--- src/design/mouse_pkg.sv ---
/* shared widths and encodings for the mouse core
   opcode and funct3 values follow the RV32I base map, bits 1:0 of a word are never decoded */
package mouse_pkg;

  ////////////////////////////////////////
  // widths
  ////////////////////////////////////////

  localparam int xlen      = 32;  // data and address
  localparam int gpr_sel_w = 5;   // register index
  localparam int ben_w     = 4;   // byte lanes per word

  ////////////////////////////////////////
  // encodings
  ////////////////////////////////////////

  // major opcode, instruction bits 6:2
  typedef enum logic [4:0] {
    opc_load   = 5'b00_000,  // kept for the map, never executed
    opc_op_imm = 5'b00_100,
    opc_auipc  = 5'b00_101,
    opc_store  = 5'b01_000,
    opc_op     = 5'b01_100,
    opc_lui    = 5'b01_101,
    opc_branch = 5'b11_000,
    opc_jalr   = 5'b11_001,
    opc_jal    = 5'b11_011,
    opc_system = 5'b11_100   // not executed either
  } opcode_t;

  // funct3 for OP and OP_IMM
  typedef enum logic [2:0] {
    fn_add  = 3'b000,  // sub when bit 30 set on OP
    fn_sl   = 3'b001,
    fn_slt  = 3'b010,
    fn_sltu = 3'b011,
    fn_xor  = 3'b100,
    fn_sr   = 3'b101,
    fn_or   = 3'b110,
    fn_and  = 3'b111
  } alu_fn_t;

  // funct3 for stores
  typedef enum logic [2:0] {
    st_sb = 3'b000,
    st_sh = 3'b001,
    st_sw = 3'b010
  } store_fn_t;

  // funct3 for branches, bit 1 picks unsigned compare
  typedef enum logic [2:0] {
    br_beq  = 3'b000,
    br_bne  = 3'b001,
    br_blt  = 3'b100,
    br_bge  = 3'b101,
    br_bltu = 3'b110,
    br_bgeu = 3'b111
  } branch_fn_t;

  // sequencer phases, one bus transfer each
  typedef enum logic [1:0] {
    ph_fetch,  // fetch next instruction
    ph_rs1,    // rd write for short ops, else rs1 read
    ph_rs2,    // rs2 read
    ph_exec    // execute, write back or store
  } phase_t;

  // jal x0, 0 -> first fetch lands on the reset address
  localparam logic [xlen-1:0] nop_word = {20'd0, 5'd0, opc_jal, 2'b11};

endpackage

--- src/design/mouse_alu.sv ---
/* shared adder, bitwise unit and branch evaluator
   subtraction needs op2 already inverted and carry_in set by the caller */
module mouse_alu import mouse_pkg::*; (
  input  logic signed [xlen:0]   op1,        // 33 bit, caller extends
  input  logic signed [xlen:0]   op2,
  input  logic                   carry_in,
  input  alu_fn_t                fn,         // picks the bitwise op
  input  branch_fn_t             br_fn,
  output logic        [xlen-1:0] sum,
  output logic                   sgn,        // bit 32 of the full sum
  output logic                   zro,        // low word is zero
  output logic        [xlen-1:0] logic_out,
  output logic                   taken
);

  logic signed [xlen:0] sum_full;  // 33 bit adder result

  ////////////////////////////////////////
  // adder
  ////////////////////////////////////////

  // one adder for add, sub, compares and all address math
  assign sum_full = op1 + op2 + $signed({{xlen{1'b0}}, carry_in});

  assign sum = sum_full[xlen-1:0];
  assign sgn = sum_full[xlen];        // borrow / less-than flag
  assign zro = (sum_full[xlen-1:0] == '0);

  ////////////////////////////////////////
  // bitwise unit
  ////////////////////////////////////////

  always_comb begin
    case (fn)
      fn_and:  logic_out = op1[xlen-1:0] & op2[xlen-1:0];
      fn_or:   logic_out = op1[xlen-1:0] | op2[xlen-1:0];
      fn_xor:  logic_out = op1[xlen-1:0] ^ op2[xlen-1:0];
      default: logic_out = '0;  // adder ops take sum instead
    endcase
  end

  ////////////////////////////////////////
  // branch condition
  ////////////////////////////////////////

  // flags come from rs1 - rs2, extension set by caller
  always_comb begin
    case (br_fn)
      br_beq:  taken = zro;
      br_bne:  taken = ~zro;
      br_blt,
      br_bltu: taken = sgn;   // negative difference
      br_bge,
      br_bgeu: taken = ~sgn;
      default: taken = 1'b0;
    endcase
  end

endmodule

--- src/design/mouse_control.sv ---
/* phase sequencer, all register file traffic goes over the bus to the gpr window
   read data must arrive the cycle after its transfer and stay until the next one */
module mouse_control import mouse_pkg::*; #(
  parameter logic [xlen-1:0] rst_adr = '0,  // first fetch address
  parameter logic [xlen-1:0] gpr_adr = '0   // register window, bits 31:7 used
)(
  input  logic                          clk,
  input  logic                          rst,
  input  logic              [xlen-1:0]  bus_rdt,
  input  logic                          bus_rdy,
  // decoder on live read data
  input  opcode_t                       bus_opc,
  input  logic          [gpr_sel_w-1:0] bus_rd,
  input  logic          [gpr_sel_w-1:0] bus_rs1,
  input  logic signed       [xlen-1:0]  bus_imm_u,
  // decoder on the instruction buffer
  input  opcode_t                       buf_opc,
  input  logic          [gpr_sel_w-1:0] buf_rd,
  input  logic          [gpr_sel_w-1:0] buf_rs2,
  input  logic                  [2:0]   buf_fn3,
  input  logic                          buf_fn7_alt,
  input  logic signed       [xlen-1:0]  buf_imm_i,
  input  logic signed       [xlen-1:0]  buf_imm_s,
  input  logic signed       [xlen-1:0]  buf_imm_b,
  input  logic signed       [xlen-1:0]  buf_imm_j,
  // alu results
  input  logic              [xlen-1:0]  alu_sum,
  input  logic                          alu_sgn,
  input  logic              [xlen-1:0]  alu_logic,
  input  logic                          alu_taken,
  // store alignment results
  input  logic              [xlen-1:0]  st_wdt,
  input  logic             [ben_w-1:0]  st_ben,
  output logic              [xlen-1:0]  inw_buf,   // to dec_buf
  output logic signed         [xlen:0]  alu_op1,
  output logic signed         [xlen:0]  alu_op2,
  output logic                          alu_carry,
  output alu_fn_t                       alu_fn,
  output branch_fn_t                    alu_br_fn,
  output logic              [xlen-1:0]  st_dat,
  output logic                  [1:0]   st_adr_lo,
  output store_fn_t                     st_fn,
  // shared bus request
  output logic                          bus_vld,
  output logic                          bus_wen,
  output logic              [xlen-1:0]  bus_adr,
  output logic             [ben_w-1:0]  bus_ben,
  output logic              [xlen-1:0]  bus_wdt
);

  phase_t            phase, phase_nxt;
  logic              bus_trn;     // handshake this cycle
  logic [xlen-1:0]   pc;          // address of instruction in inw_buf
  logic [xlen-1:0]   buf_dat;     // rs1 held across rs2 read
  logic              buf_tkn;     // branch outcome for next fetch
  logic [xlen-1:0]   opr_a;       // exec operands for op / op_imm
  logic [xlen-1:0]   opr_b;
  logic              inv_b;       // sub, slt, sltu

  // widen to 33 bit keeping sign
  function automatic logic signed [xlen:0] sext(input logic [xlen-1:0] v);
    return {v[xlen-1], v};
  endfunction

  // word address of register idx in the window
  function automatic logic [xlen-1:0] gpr_win(input logic [gpr_sel_w-1:0] idx);
    return {gpr_adr[xlen-1:gpr_sel_w+2], idx, 2'b00};
  endfunction

  assign bus_trn = bus_vld & bus_rdy;

  // function selects straight from the buffered funct3
  assign alu_fn    = alu_fn_t'(buf_fn3);
  assign alu_br_fn = branch_fn_t'(buf_fn3);
  assign st_fn     = store_fn_t'(buf_fn3);
  assign st_dat    = bus_rdt;           // rs2 data in exec
  assign st_adr_lo = alu_sum[1:0];

  // op takes rs1 from the buffer, op_imm straight off the bus
  assign opr_a = (buf_opc == opc_op) ? buf_dat : bus_rdt;
  assign opr_b = (buf_opc == opc_op) ? bus_rdt : buf_imm_i;
  assign inv_b = ((buf_opc == opc_op) && buf_fn7_alt && (alu_fn == fn_add)) ||
                 (alu_fn == fn_slt) || (alu_fn == fn_sltu);

  ////////////////////////////////////////
  // phase decode and bus request
  ////////////////////////////////////////

  always_comb begin
    phase_nxt = phase;
    alu_op1   = sext(pc);     // pc + 4 unless overridden
    alu_op2   = sext(32'd4);
    alu_carry = 1'b0;
    bus_wen   = 1'b0;
    bus_adr   = alu_sum;
    bus_ben   = '1;
    bus_wdt   = alu_sum;
    case (phase)
      ph_fetch: begin
        phase_nxt = ph_rs1;
        case (buf_opc)      // previous instruction picks the target
          opc_jal: alu_op2 = sext(buf_imm_j);
          opc_jalr: begin
            alu_op1 = sext(buf_dat);   // rs1 latched in exec
            alu_op2 = sext(buf_imm_i);
          end
          opc_branch: alu_op2 = sext(buf_tkn ? buf_imm_b : 32'd4);
          default: ;
        endcase
      end
      ph_rs1: begin
        case (bus_opc)      // word fetched last transfer
          opc_lui, opc_auipc, opc_jal: begin
            phase_nxt = ph_fetch;
            if (bus_opc == opc_auipc) alu_op2 = sext(bus_imm_u);
            bus_wen = (bus_rd != '0);  // x0 turns into a read
            bus_adr = gpr_win(bus_rd);
            bus_wdt = (bus_opc == opc_lui) ? bus_imm_u : alu_sum;
          end
          opc_op_imm, opc_jalr: begin
            phase_nxt = ph_exec;
            bus_adr   = gpr_win(bus_rs1);
          end
          default: begin    // op, branch, store
            phase_nxt = ph_rs2;
            bus_adr   = gpr_win(bus_rs1);
          end
        endcase
      end
      ph_rs2: begin
        phase_nxt = ph_exec;
        bus_adr   = gpr_win(buf_rs2);
      end
      ph_exec: begin
        phase_nxt = ph_fetch;
        case (buf_opc)
          opc_jalr: begin   // link value pc + 4
            bus_wen = (buf_rd != '0);
            bus_adr = gpr_win(buf_rd);
          end
          opc_store: begin
            alu_op1 = sext(buf_dat);
            alu_op2 = sext(buf_imm_s);
            bus_wen = 1'b1;
            bus_adr = {alu_sum[xlen-1:2], 2'b00};  // word aligned
            bus_ben = st_ben;
            bus_wdt = st_wdt;
          end
          opc_branch: begin  // rs1 - rs2, dummy reread of rs2
            alu_carry = 1'b1;
            alu_op1   = sext(buf_dat);
            alu_op2   = sext(~bus_rdt);
            if (alu_br_fn inside {br_bltu, br_bgeu}) begin
              alu_op1 = {1'b0, buf_dat};
              alu_op2 = {1'b1, ~bus_rdt};
            end
            bus_adr = gpr_win(buf_rs2);
          end
          default: begin    // op, op_imm
            alu_op1 = sext(opr_a);
            alu_op2 = sext(inv_b ? ~opr_b : opr_b);
            alu_carry = inv_b;
            if (alu_fn == fn_sltu) begin
              alu_op1 = {1'b0, opr_a};   // zero / one extend
              alu_op2 = {1'b1, ~opr_b};
            end
            bus_wen = (buf_rd != '0);
            bus_adr = gpr_win(buf_rd);
            case (alu_fn)
              fn_add:          bus_wdt = alu_sum;
              fn_slt, fn_sltu: bus_wdt = {{(xlen-1){1'b0}}, alu_sgn};
              default:         bus_wdt = alu_logic;
            endcase
          end
        endcase
      end
      default: phase_nxt = ph_fetch;
    endcase
  end

  ////////////////////////////////////////
  // state
  ////////////////////////////////////////

  always_ff @(posedge clk or posedge rst) begin
    if (rst) begin
      bus_vld <= 1'b0;
      phase   <= ph_fetch;
      pc      <= rst_adr;
      inw_buf <= nop_word;  // jal x0, 0
      buf_tkn <= 1'b0;
    end else begin
      bus_vld <= 1'b1;      // valid for good once out of reset
      if (bus_trn) begin
        phase <= phase_nxt;
        if (phase == ph_fetch) pc      <= bus_adr;
        if (phase == ph_rs1)   inw_buf <= bus_rdt;  // fetched word
        if (phase == ph_exec)  buf_tkn <= alu_taken;
      end
    end
  end

  // rs1 lands here on the rs2 transfer, jalr base on exec
  always_ff @(posedge clk) begin
    if (bus_trn && ((phase == ph_rs2) || (phase == ph_exec))) buf_dat <= bus_rdt;
  end

endmodule

--- src/design/mouse_core.sv ---
/* RV32I subset core with no internal register file, registers live at gpr_adr
   no loads, shifts or system instructions, a program must not use them */
module mouse_core import mouse_pkg::*; #(
  parameter logic [xlen-1:0] rst_adr = 32'h0000_0000,
  parameter logic [xlen-1:0] gpr_adr = 32'h0000_1000
)(
  input  logic             clk,
  input  logic             rst,
  output logic             bus_vld,
  output logic             bus_wen,
  output logic [xlen-1:0]  bus_adr,
  output logic [ben_w-1:0] bus_ben,
  output logic [xlen-1:0]  bus_wdt,
  input  logic [xlen-1:0]  bus_rdt,
  input  logic             bus_rdy
);

  // live bus decode, only what the rs1 phase needs
  opcode_t                     bus_opc;
  logic        [gpr_sel_w-1:0] bus_rd, bus_rs1;
  logic signed      [xlen-1:0] bus_imm_u;
  // buffered decode
  logic             [xlen-1:0] inw_buf;
  opcode_t                     buf_opc;
  logic        [gpr_sel_w-1:0] buf_rd, buf_rs2;
  logic                  [2:0] buf_fn3;
  logic                        buf_fn7_alt;
  logic signed      [xlen-1:0] buf_imm_i, buf_imm_s, buf_imm_b, buf_imm_j;
  // alu
  logic signed        [xlen:0] alu_op1, alu_op2;
  logic                        alu_carry, alu_sgn, alu_taken;
  alu_fn_t                     alu_fn;
  branch_fn_t                  alu_br_fn;
  logic             [xlen-1:0] alu_sum, alu_logic;
  // store lanes
  logic             [xlen-1:0] st_dat, st_wdt;
  logic                  [1:0] st_adr_lo;
  store_fn_t                   st_fn;
  logic            [ben_w-1:0] st_ben;

  mouse_decoder dec_bus (
    .inw (bus_rdt), .opc (bus_opc), .rd (bus_rd), .rs1 (bus_rs1), .rs2 (),
    .fn3 (), .fn7_alt (), .imm_i (), .imm_s (), .imm_b (), .imm_u (bus_imm_u), .imm_j ()
  );

  mouse_decoder dec_buf (
    .inw (inw_buf), .opc (buf_opc), .rd (buf_rd), .rs1 (), .rs2 (buf_rs2),
    .fn3 (buf_fn3), .fn7_alt (buf_fn7_alt), .imm_i (buf_imm_i), .imm_s (buf_imm_s),
    .imm_b (buf_imm_b), .imm_u (), .imm_j (buf_imm_j)
  );

  mouse_alu alu (
    .op1 (alu_op1), .op2 (alu_op2), .carry_in (alu_carry), .fn (alu_fn), .br_fn (alu_br_fn),
    .sum (alu_sum), .sgn (alu_sgn), .zro (), .logic_out (alu_logic), .taken (alu_taken)
  );

  mouse_store_align st_align (
    .rs2_dat (st_dat), .adr_lo (st_adr_lo), .fn (st_fn), .wdt (st_wdt), .ben (st_ben)
  );

  mouse_control #(.rst_adr (rst_adr), .gpr_adr (gpr_adr)) ctl (
    .clk, .rst, .bus_rdt, .bus_rdy,
    .bus_opc, .bus_rd, .bus_rs1, .bus_imm_u,
    .buf_opc, .buf_rd, .buf_rs2, .buf_fn3, .buf_fn7_alt,
    .buf_imm_i, .buf_imm_s, .buf_imm_b, .buf_imm_j,
    .alu_sum, .alu_sgn, .alu_logic, .alu_taken, .st_wdt, .st_ben, .inw_buf,
    .alu_op1, .alu_op2, .alu_carry, .alu_fn, .alu_br_fn, .st_dat, .st_adr_lo, .st_fn,
    .bus_vld, .bus_wen, .bus_adr, .bus_ben, .bus_wdt
  );

endmodule

--- src/design/mouse_decoder.sv ---
/* field and immediate extraction from one instruction word
   purely combinational, no validity check on the opcode */
module mouse_decoder import mouse_pkg::*; (
  input  logic            [xlen-1:0]      inw,      // instruction word
  output opcode_t                         opc,
  output logic            [gpr_sel_w-1:0] rd,
  output logic            [gpr_sel_w-1:0] rs1,
  output logic            [gpr_sel_w-1:0] rs2,
  output logic            [2:0]           fn3,
  output logic                            fn7_alt,  // bit 30, sub/sra select
  output logic signed     [xlen-1:0]      imm_i,
  output logic signed     [xlen-1:0]      imm_s,
  output logic signed     [xlen-1:0]      imm_b,
  output logic signed     [xlen-1:0]      imm_u,
  output logic signed     [xlen-1:0]      imm_j
);

  ////////////////////////////////////////
  // register indexes and functions
  ////////////////////////////////////////

  assign opc     = opcode_t'(inw[6:2]);  // bits 1:0 ignored
  assign rd      = inw[11:7];
  assign rs1     = inw[19:15];
  assign rs2     = inw[24:20];
  assign fn3     = inw[14:12];
  assign fn7_alt = inw[30];

  ////////////////////////////////////////
  // immediates, all sign extended
  ////////////////////////////////////////

  // integer ops and jalr
  assign imm_i = {{20{inw[31]}}, inw[31:20]};

  // store offset, split around rd field
  assign imm_s = {{20{inw[31]}}, inw[31:25], inw[11:7]};

  // branch offset, always even
  assign imm_b = {{19{inw[31]}}, inw[31], inw[7], inw[30:25], inw[11:8], 1'b0};

  // upper immediate
  assign imm_u = {inw[31:12], 12'd0};

  // jal offset, bit order scrambled in the word
  assign imm_j = {{11{inw[31]}}, inw[31], inw[19:12], inw[20], inw[30:21], 1'b0};

endmodule

--- src/design/mouse_store_align.sv ---
/* lane placement for sb, sh and sw
   misaligned halves and words are not split, the low address bits are dropped */
module mouse_store_align import mouse_pkg::*; (
  input  logic      [xlen-1:0]  rs2_dat,  // store source register
  input  logic      [1:0]       adr_lo,   // byte offset in the word
  input  store_fn_t             fn,
  output logic      [xlen-1:0]  wdt,
  output logic      [ben_w-1:0] ben
);

  always_comb begin
    case (fn)
      st_sb: begin
        wdt = {4{rs2_dat[7:0]}};               // byte on every lane
        ben = ben_w'(4'b0001 << adr_lo);       // enable only its own
      end
      st_sh: begin
        wdt = {2{rs2_dat[15:0]}};
        ben = adr_lo[1] ? 4'b1100 : 4'b0011;   // upper or lower half
      end
      st_sw: begin
        wdt = rs2_dat;
        ben = '1;
      end
      default: begin
        // unused funct3, write nothing
        wdt = rs2_dat;
        ben = '0;
      end
    endcase
  end

endmodule
--- config.mk ---
export PLATFORM = sky130hd
export DESIGN_NAME = mouse_core
export DESIGN_NICKNAME = d
export VERILOG_FILES = /design/src/design/mouse_pkg.sv /design/src/design/mouse_alu.sv /design/src/design/mouse_control.sv /design/src/design/mouse_core.sv /design/src/design/mouse_decoder.sv /design/src/design/mouse_store_align.sv
export SDC_FILE = /design/constraint.sdc
export NUM_CORES = 1
export LEC_CHECK = 0
export BUFFER_PORTS_ARGS = -buffer_cell sky130_fd_sc_hd__buf_2
export CORE_MARGIN = 5
export CORE_UTILIZATION = 25
export CTS_BUF_LIST = sky130_fd_sc_hd__clkbuf_2 sky130_fd_sc_hd__clkbuf_4 sky130_fd_sc_hd__clkbuf_8
export DETAILED_ROUTE_END_ITERATION = 10
export GPL_TIMING_DRIVEN = 0
export PLACE_DENSITY = 0.47
export RECOVER_POWER = 100
export SKIP_CTS_REPAIR_TIMING = 1
export SYNTH_ARGS = -nofsm -noshare
export SYNTH_HDL_FRONTEND = slang
export SYNTH_SLANG_ARGS = --single-unit
--- constraint.sdc ---
create_clock -name clk -period 13.35 [get_ports clk]
set_input_delay 0 -clock clk [delete_from_list [all_inputs] [get_ports clk]]
set_output_delay 0 -clock clk [all_outputs]
set_load 0.01 [all_outputs]
Yosys cells after proc, flatten, opt, wreduce, memory -nomap -nowiden
Cells that the tools add are included.

Register bits: 100.

Bitwise logic cells: 8. Shift operators: 1. Add/sub/neg operators: 2. Reduce and logical (&&, ||, !) cells: 22. Eq/ne operators: 20. Muxes and demuxes: 38.

Operators by type and width (count): case mux 33 bit (3 select lines) (4); case mux 32 bit (2 select lines) (5); two-way mux 33 bit (7); two-way mux 32 bit (6); case mux 32 bit (3 select lines) (2); case mux 33 bit (2 select lines) (1); NOT 32 bit (2); adder 33 x 2 -> 33 bit (1); adder 33 bit (1); AND 32 bit (1); logical NOT 32 bit (1); bitwise OR 32 bit (1); XOR 32 bit (1); == test 5 bit (second input constant) (5); == test 5 x 4 -> 1 bit (second input constant) (3); == test 3 bit (second input constant) (4); two-way mux 4 bit (3); case mux 4 bit (3 select lines) (1); OR reduction 2 bit (6); == test 5 x 3 -> 1 bit (second input constant) (2); nonzero test 5 bit (2); case mux 2 bit (4 select lines) (1); two-way mux 7 bit (1); == test 3 x 2 -> 1 bit (second input constant) (2); other kinds (17) (28).

Logic depth before layout (Yosys ltp)
Gate-level depths: netlist (run 1).

Depth in word-level cells: 15. Gate-level depth with buffers: 22.

Cells and area by module
From an unflattened synthesis (run 1), not the netlist that was laid out.

Cell total of the unflattened synthesis: 2195. Area total of the unflattened synthesis: 16722.3 um2.

By module, submodules not included: mouse_control (area an instance 9898.2 um2, seq. area each 2670.1 um2, cells each 1210, instances 1); mouse_alu (area an instance 3550.9 um2, seq. area each 0.0 um2, cells each 549, instances 1); mouse_decoder (area an instance 1385.1 um2, seq. area each 0.0 um2, cells each 185, instances 2); mouse_store_align (area an instance 503.0 um2, seq. area each 0.0 um2, cells each 66, instances 1).

Worst setup path before layout (run 1)
OpenSTA, ideal clock, no wires.

Kind: reg-to-reg. Start: reg ctl.inw_buf[3]. End: reg ctl.buf_tkn. Setup slack: 8381 ps. Setup time: 92 ps. Stages on the path, launching flop included: 22. Period minus slack after synthesis: 4969 ps. Arrival time: 4877 ps. Cells stage by stage: dfstp_2 buf_2 nor2_2 and3_1 buf_2 buf_1 mux2i_1 xor2_1 o211ai_1 a21oi_1 fa_1 fa_1 a211oi_2 o211ai_2 a41oi_4 o21ai_2 a2111oi_2 o21ai_0 a32oi_1 nand3_1 xnor2_1 o31ai_2.

Longest elaborated chain between the ends: 14.

Ends and longest elaborated chain: start, declared (line mouse_control.sv:34) `output logic [xlen-1:0] inw_buf,`; start signal, assigned (line mouse_control.sv:190) `inw_buf <= nop_word;`; start signal, assigned (line mouse_control.sv:197) `if (phase == ph_rs1) inw_buf <= bus_rdt;`; == test 5 x 4 -> 1 bit (line mouse_control.sv:80, mouse_control.sv:81, mouse_control.sv:82); logical AND 1 bit (2 in a row) (line mouse_control.sv:82) `assign inv_b = ((buf_opc == opc_op) && buf_fn7_alt && (alu_fn == fn_add)) ||`; logical OR 1 bit (line mouse_control.sv:82); logical OR 1 bit (line mouse_control.sv:83) `(alu_fn == fn_slt) || (alu_fn == fn_sltu);`; two-way mux 32 bit (line mouse_control.sv:161) `alu_op2 = sext(inv_b ? ~opr_b : opr_b);`; two-way mux 33 bit (line mouse_control.sv:163) `if (alu_fn == fn_sltu) begin`; case mux 33 bit (3 select lines) (line mouse_control.sv:136) `case (buf_opc)`; case mux 33 bit (3 select lines) (line mouse_control.sv:98) `case (phase)`; adder 33 bit (line mouse_alu.sv:23) `assign sum_full = op1 + op2 + $signed({{xlen{1'b0}}, carry_in});`; adder 33 x 2 -> 33 bit * (line mouse_alu.sv:23); logical NOT 32 bit (line mouse_alu.sv:27) `assign zro = (sum_full[xlen-1:0] == '0);`; NOT 1 bit (line mouse_alu.sv:50) `br_bne: taken = ~zro;`; case mux 1 bit (4 select lines) * (line mouse_alu.sv:48) `case (br_fn)`; end signal, assigned (line mouse_control.sv:198) `if (phase == ph_exec) buf_tkn <= alu_taken;`; end, declared (line mouse_control.sv:55) `logic buf_tkn;`.

Every way passes the cells marked *; elsewhere a longest branch is shown, timed or not. A chain may end at the register's enable or synchronous reset.

Worst setup path after layout (run 1)
Ends and elaborated chain as after synthesis.

==> flow_summary.ini, run 1 <==
[synthesis]
synth_edf_count = 32
ys_seq_area_share_pct = 20.9
synth_fa_ha_area_share_pct = 7.12
warnings_synthesis = 0
yosys.cell_types.count = 98
postSynthNetCount = 1809
synth_xor_xnor_area_share_pct = 4.51
netlist_instances = 1704
synth_top_cells_by_area = sky130_fd_sc_hd__dfrtp_1 12%, sky130_fd_sc_hd__edfxtp_1 7.7%, sky130_fd_sc_hd__o21ai_0 7.6%
number_of_storage_elements_in_the_synthesis_netlist = 98
multiplexer_share_of_the_synthesized_area_pct = 9.10
ys_async_sr_fraction_pct = 67.3
combinational_family_with_the_most_area_after_synthesis = compound AO/OA/AOI/OAI gates
synthDominantAreaCellType = sky130_fd_sc_hd__dfrtp_1
synth_simple_gate_area_share_pct = 18.1
synth_compound_gate_area_share_pct = 32.6
synthesis.area_per_instance_um2 = 7.34
synth_top_area_share_pct = 12.4
ys_dominant_reg_cell = sky130_fd_sc_hd__dfrtp_1
mappedNetlistArea_mm2 = 0.0125

[global_routing]
grt_pass1_vias = 13600
grt.total_usage_pct = 24.5
globalRouteOverflowTotal = 0
grt_pass1_wl_um = 98300
antenna_found_initial = 4
grt_start_max_net_pins = 35

[die]
design.die.area_mm2 = 0.0546
io-pin-count = 105
rows = 82
floorplan.initialDensity_pct = 25.1
floorplan.die.width_um = 234
floorplan_core_area_mm2 = 0.0499
floorplan.die.height_um = 234

[routing]
route.top_layer_used = met5
ant_nets = 0
routed-wl-met2_um = 31200
dr_wl_met3_um = 5940
drt-met1-wl_um = 29000
drt-pass1-iter-count = 8
drc = 0
avgViaCountPerCell = 5.82
num_vias = 14700
route.detailed.wl_per_inst_um = 27.4
route.final.wire_length_um = 69400
detail_route.iter0.violations = 1664

[timing]
fin_setup_tns_ns = 0
setup_viol_count_final = 0
fmax_mhz = 111
worst_slew_margin_rel_pct = -67.9
fin_worst_skew_ns = 0.0421
fin_crit_ns = 9.00
report.final.slew_viol_count = 97
final_hold_viol_count = 0
min_period_over_period_pct = 67.4
tightestPinTransition_ns = 2.52
rsz_0062_raised_after_global_routing = false

[worst_setup_path]
timing.setup.critical_path_class = reg -> reg
rrSetupSlack_ns = 4.35
timing.critical_path.fanout_max = 10
worst_reg2reg_path_depth = 21
critPathCaptureType = register
critical_path_arrival_ns = 9.41
timing.rr.start = ctl.inw_buf[3]$_DFFE_PP1P_
crit_path_start_kind = register
critical_path.reg2reg.endpoint = ctl.buf_tkn$_DFFE_PP0P_
crit_required_ns = 13.76

[power_and_ir_drop]
netSwitchingFraction_pct = 62.9
power_density_mw_per_mm2 = 306
total_leakage_power_uw = 0.00509
internal_power_uw = 1610
part_of_the_power_in_registers_pct = 12.6
ir_worst_vdd_mv = 0.102
net_switching_component_of_the_power_uw = 2730
comb_power_share_pct = 81.6
total_power_uw = 4340
power.clock.fraction_pct = 5.8

[place]
place.port_buffers = 104
place.gp.congestion = 0.983
place_hpwl_um = 52900

[outcome]
status = complete, but fails checks
violated_checks = max-capacitance violations, max-slew violations

[finish]
layout-drive-gt1-share_pct = 5.97
finalNetCount = 1959
mostFrequentLayoutCell = sky130_fd_sc_hd__nand2_1
ff_latch_area_mm2 = 0.00262
final.fill_count = 5614
most-common-layout-cells = 232 x sky130_fd_sc_hd__nand2_1, 215 x sky130_fd_sc_hd__clkbuf_1, 191 x sky130_fd_sc_hd__o21ai_0
multi_input_comb_area_mm2 = 0.00880
syn_to_final_growth_pct = 13.3

[min_path]
timing.hold.worst_endpoint = ctl.buf_tkn$_DFFE_PP0P_
hold_path.class = in -> reg
whs_path_depth = 5
worst_hold_startpoint = bus_rdy

[clocking]
clock_sinks = 98
clkLatencyLatePin_ns = 0.49
clock_transition_at_the_registers_of_the_reported_paths_ns = 0.14
htree_levels = 3
clock_tree.buffer_depth = 2
ctsRootBufferMaster = sky130_fd_sc_hd__clkbuf_8
cts_tree = yes
numCtsBuffers = 9

[job]
cap_violations = 4
[final cells by class]
cell class,instances,area share [%]
Sequential cell,98,18.5
Clock buffer,10,0.970
Multi-Input combinational cell,1368,62.0
Tap cell,672,5.93
Inverter,83,2.20
Buffer,155,4.51
Antenna cell,2,0.0353
Timing Repair Buffer,139,5.24
Clock inverter,6,0.635
[cell families (layout without fill, tap and decap cells)]
group | Yosys count | in the layout
XOR/XNOR | 62 | 62
adder cells (fa/ha/maj) | 70 | 70
flip-flops | 98 | 98
AO/OA/AOI/OAI | 617 | 617
other | 1 | 3
buffers and inverters | 238 | 393
multiplexers | 109 | 109
AND/OR/NAND/NOR | 509 | 509
[power by group through the flow]
stage,Clock (uW),Combinational (uW),Sequential [uW]
floorplan,0,2220,490
global placement,0,3480,544
detailed placement,0,3510,546
CTS,256,3530,540
global route,264,3780,555
finish,252,3540,545
[registers in the layout (all words and copies together) (netlist names), named ones only]
name,cells
ctl.buf_dat,32
ctl.pc,32
ctl.inw_buf,30
ctl.buf_tkn,1
ctl.bus_vld,1
ctl.phase,1
[worst max-delay path by stage]
stage | end | from | slack [ns] | cells past startpoint
2_1_floorplan | ctl.buf_tkn$_DFFE_PP0P_ | ctl.inw_buf[3]$_DFFE_PP1P_ | 8.38 | 21
3_3_place_gp | ctl.buf_tkn$_DFFE_PP0P_ | ctl.inw_buf[3]$_DFFE_PP1P_ | 6.25 | 19
3_5_place_dp | ctl.buf_tkn$_DFFE_PP0P_ | ctl.inw_buf[3]$_DFFE_PP1P_ | 6.45 | 22
4_1_cts | bus_wdt[28] | ctl.inw_buf[3]$_DFFE_PP1P_ | 6.28 | 22
5_1_grt | bus_wdt[28] | ctl.inw_buf[3]$_DFFE_PP1P_ | 4.23 | 22
6_report | ctl.buf_tkn$_DFFE_PP0P_ | ctl.inw_buf[3]$_DFFE_PP1P_ | 4.35 | 21
[critical path, cell delays in order, from the launching register on]
cell,delay [ns]
sky130_fd_sc_hd__dfstp_1,0.40
sky130_fd_sc_hd__clkbuf_1,0.24
sky130_fd_sc_hd__nor2_1,0.40
sky130_fd_sc_hd__and3_1,0.22
sky130_fd_sc_hd__clkbuf_1,0.53
sky130_fd_sc_hd__clkbuf_1,0.50
sky130_fd_sc_hd__clkbuf_1,0.92
sky130_fd_sc_hd__mux2i_1,0.27
sky130_fd_sc_hd__o21ai_0,0.09
sky130_fd_sc_hd__nand2_1,0.11
sky130_fd_sc_hd__nand3_1,0.14
sky130_fd_sc_hd__ha_1,0.32
sky130_fd_sc_hd__a211oi_1,0.51
sky130_fd_sc_hd__o211ai_1,0.26
sky130_fd_sc_hd__a32oi_1,1.03
sky130_fd_sc_hd__o21ai_0,0.38
sky130_fd_sc_hd__xnor2_1,1.06
sky130_fd_sc_hd__nand4b_1,0.40
sky130_fd_sc_hd__nor4b_1,0.46
sky130_fd_sc_hd__nand3_1,0.25
sky130_fd_sc_hd__xnor2_1,0.20
sky130_fd_sc_hd__o31ai_2,0.23
[synthesized netlist by cell type, types with 41 or more instances]
| master | instances |
|---|---|
| sky130_fd_sc_hd__nand2_1 | 232 |
| sky130_fd_sc_hd__o21ai_0 | 189 |
| sky130_fd_sc_hd__nor2_1 | 145 |
| sky130_fd_sc_hd__a21oi_1 | 118 |
| sky130_fd_sc_hd__clkbuf_1 | 114 |
| sky130_fd_sc_hd__inv_1 | 82 |
| sky130_fd_sc_hd__mux2i_1 | 71 |
| sky130_fd_sc_hd__ha_1 | 68 |
| sky130_fd_sc_hd__dfrtp_1 | 62 |
| sky130_fd_sc_hd__a22oi_1 | 53 |
| sky130_fd_sc_hd__a211oi_1 | 42 |
| sky130_fd_sc_hd__nand3_1 | 41 |
[metal layers]
layer  vias to the layer above  global-route usage, %
li1                       6482                      -
met1                      7191                   32.8
met2                       889                   39.5
met3                       182                   3.77
met4                         4                   10.1
met5                         -                      0
[per-stage QoR]
step | area (um^2) | setup slack, ns | util, % | std cells | hold slack, ns
after floorplan | 12500 | 8.38 | - | 1704 | 0.0989
final | 14200 | 4.35 | 28.5 | 2533 | 0.223
after global placement | 13900 | 6.25 | 27.8 | 2480 | 0.191
after global routing | 14200 | 4.23 | 28.4 | 2531 | 0.246
after CTS | 14200 | 6.28 | 28.4 | 2499 | -0.441
after detailed placement | 13900 | 6.45 | 28.0 | 2483 | 0.0849
No activity file was read; power rests on OpenSTA's default activity.
==> run 2, diff against run 1 <==
- clock period: 13.35 -> 8.4 ns (I/O delays scaled with it)
==> run 2 against run 1 <==
Effect of this change:
- the run still ends with max-capacitance violations, max-slew violations left
- sequential cell count stayed put
- sequential share of layout area is 0.10 points lower
- die area stayed put
- clock skew is 0.0021 ns lower
- design area is 0.55% higher
- via count is 0.33% lower
- combinational power is 60% higher
- sequential power is 59% higher
- critical path type unchanged
- largest power group unchanged
==> flow_summary.ini, run 2 (synthesis results as in run 1) <==
[finish]
finalNetCount = 1959
most-common-layout-cells = 232 x sky130_fd_sc_hd__nand2_1, 214 x sky130_fd_sc_hd__clkbuf_1, 190 x sky130_fd_sc_hd__o21ai_0
mostFrequentLayoutCell = sky130_fd_sc_hd__nand2_1
reg_top3 = ctl.buf_dat: 32 flops, ctl.pc: 32 flops, ctl.inw_buf: 30 flops
postLayoutCoreUtil_pct = 28.6
layout-drive-gt1-share_pct = 6.51
syn_to_final_growth_pct = 14.0

[clocking]
numCtsBuffers = 9
cts_tree = yes
clock_transition_at_the_registers_of_the_reported_paths_ns = 0.14
htree_levels = 3
clock_tree.buffer_depth = 2
ctsRootBufferMaster = sky130_fd_sc_hd__clkbuf_8
clock_sinks = 98
clkLatencyLatePin_ns = 0.49

[routing]
avgViaCountPerCell = 5.80
detail_route.iter0.violations = 1641
drt-pass1-iter-count = 8
ant_nets = 0
route.final.wire_length_um = 69400
num_vias = 14700
route.detailed.wl_per_inst_um = 27.4
drc = 0

[place]
place.gp.congestion = 0.983
place_hpwl_um = 52900
place.port_buffers = 104

[worst_setup_path]
cp-startpoint = ctl.inw_buf[3]$_DFFE_PP1P_
critical_path_arrival_ns = 8.24
crit_required_ns = 8.81
rrSetupSlack_ns = 0.57
timing.critical_path.fanout_max = 10
timing.setup.critical_path_class = reg -> reg
critPathCaptureType = register
worst_reg2reg_path_depth = 21
crit_path_start_kind = register
critical_path.reg2reg.endpoint = ctl.buf_tkn$_DFFE_PP0P_
timing.rr.start = ctl.inw_buf[3]$_DFFE_PP1P_

[die]
floorplan.initialDensity_pct = 25.1
rows = 82
io-pin-count = 105
floorplan.die.height_um = 234
design.die.area_mm2 = 0.0546
floorplan_core_area_mm2 = 0.0499
floorplan.die.width_um = 234

[min_path]
hold_path.class = in -> reg
timing.hold.worst_endpoint = ctl.buf_tkn$_DFFE_PP0P_
whs_path_depth = 5
worst_hold_startpoint = bus_rdy

[global_routing]
globalRouteOverflowTotal = 0
grt_start_max_net_pins = 35
grt_pass1_wl_um = 98300
grt.total_usage_pct = 24.5
antenna_found_initial = 4
grt_pass1_vias = 13600

[timing]
worst_slew_margin_rel_pct = -66.7
setup_viol_count_final = 0
final_hold_viol_count = 0
report.final.slew_viol_count = 90
min_period_over_period_pct = 93.2
rsz_0062_raised_after_global_routing = false
fin_worst_skew_ns = 0.0401
fin_setup_tns_ns = 0
fin_crit_ns = 7.83
fmax_mhz = 128
tightestPinTransition_ns = 2.50

[outcome]
status = complete, but fails checks
violated_checks = max-capacitance violations, max-slew violations

[power_and_ir_drop]
power_density_mw_per_mm2 = 485
ir_worst_vdd_mv = 0.163
power.clock.fraction_pct = 5.7
part_of_the_power_in_registers_pct = 12.5
internal_power_uw = 2570
net_switching_component_of_the_power_uw = 4350
comb_power_share_pct = 81.7
total_leakage_power_uw = 0.00511
netSwitchingFraction_pct = 62.9

[job]
cap_violations = 3
[run 2: how the worst max path moves through the flow]
stage | end | slack (ns)
detailed placement | ctl.buf_tkn$_DFFE_PP0P_ | 1.50
global route | bus_wdt[28] | 0.46
finish | ctl.buf_tkn$_DFFE_PP0P_ | 0.57
global placement | ctl.buf_tkn$_DFFE_PP0P_ | 1.30
floorplan | ctl.buf_tkn$_DFFE_PP0P_ | 3.43
CTS | bus_wdt[28] | 1.33
[run 2: power groups by stage]
stage	sequential [uW]	clock (uW)	combinational (uW)
after floorplan	778	0	3530
after global placement	864	0	5540
after detailed placement	867	0	5580
after CTS	858	406	5600
after global routing	881	420	6030
final	867	397	5660
[run 2: final cells by class]
type | instances | area, um^2
fill | 5599 | 35600
antenna | 2 | 5.00
clock inverter | 6 | 90.1
inverter | 83 | 313
multi-input combinational | 1368 | 8880
timing repair buffer | 139 | 741
buffer | 155 | 643
clock buffer | 10 | 138
tap | 672 | 841
sequential | 98 | 2620
[run 2: critical path: stages (launching register included)]
cell,delay (ns)
sky130_fd_sc_hd__dfstp_1,0.39
sky130_fd_sc_hd__buf_2,0.19
sky130_fd_sc_hd__nor2_1,0.35
sky130_fd_sc_hd__and3_1,0.22
sky130_fd_sc_hd__clkbuf_1,0.53
sky130_fd_sc_hd__clkbuf_1,0.49
sky130_fd_sc_hd__buf_2,0.55
sky130_fd_sc_hd__mux2i_1,0.25
sky130_fd_sc_hd__o21ai_0,0.09
sky130_fd_sc_hd__nand2_1,0.11
sky130_fd_sc_hd__nand3_1,0.14
sky130_fd_sc_hd__ha_1,0.32
sky130_fd_sc_hd__a211oi_1,0.48
sky130_fd_sc_hd__o211ai_1,0.29
sky130_fd_sc_hd__a32oi_4,0.48
sky130_fd_sc_hd__o21ai_0,0.26
sky130_fd_sc_hd__xnor2_1,1.07
sky130_fd_sc_hd__nand4b_1,0.40
sky130_fd_sc_hd__nor4b_1,0.46
sky130_fd_sc_hd__nand3_1,0.25
sky130_fd_sc_hd__xnor2_1,0.20
sky130_fd_sc_hd__o31ai_2,0.22
[run 2: layer usage]
metal,part of all wire (%),up-vias,GRT usage (%)
met5,0.039,-,0
met4,4.9,4,10.1
met3,8.4,193,3.77
met2,45,851,39.5
met1,42,7172,32.8
li1,-,6479,-
[run 2: stage by stage]
step / worst slack [ns] / power [uW] / area [um^2] / hold WS [ns] / instances
after floorplan: 3.43 / 4300 / 12500 / 0.0989 / 1704
after global placement: 1.30 / 6400 / 13900 / 0.191 / 2480
after detailed placement: 1.50 / 6440 / 13900 / 0.0849 / 2483
after CTS: 1.33 / 6870 / 14200 / -0.441 / 2499
after global routing: 0.460 / 7330 / 14300 / 0.246 / 2531
final: 0.572 / 6920 / 14300 / 0.233 / 2533
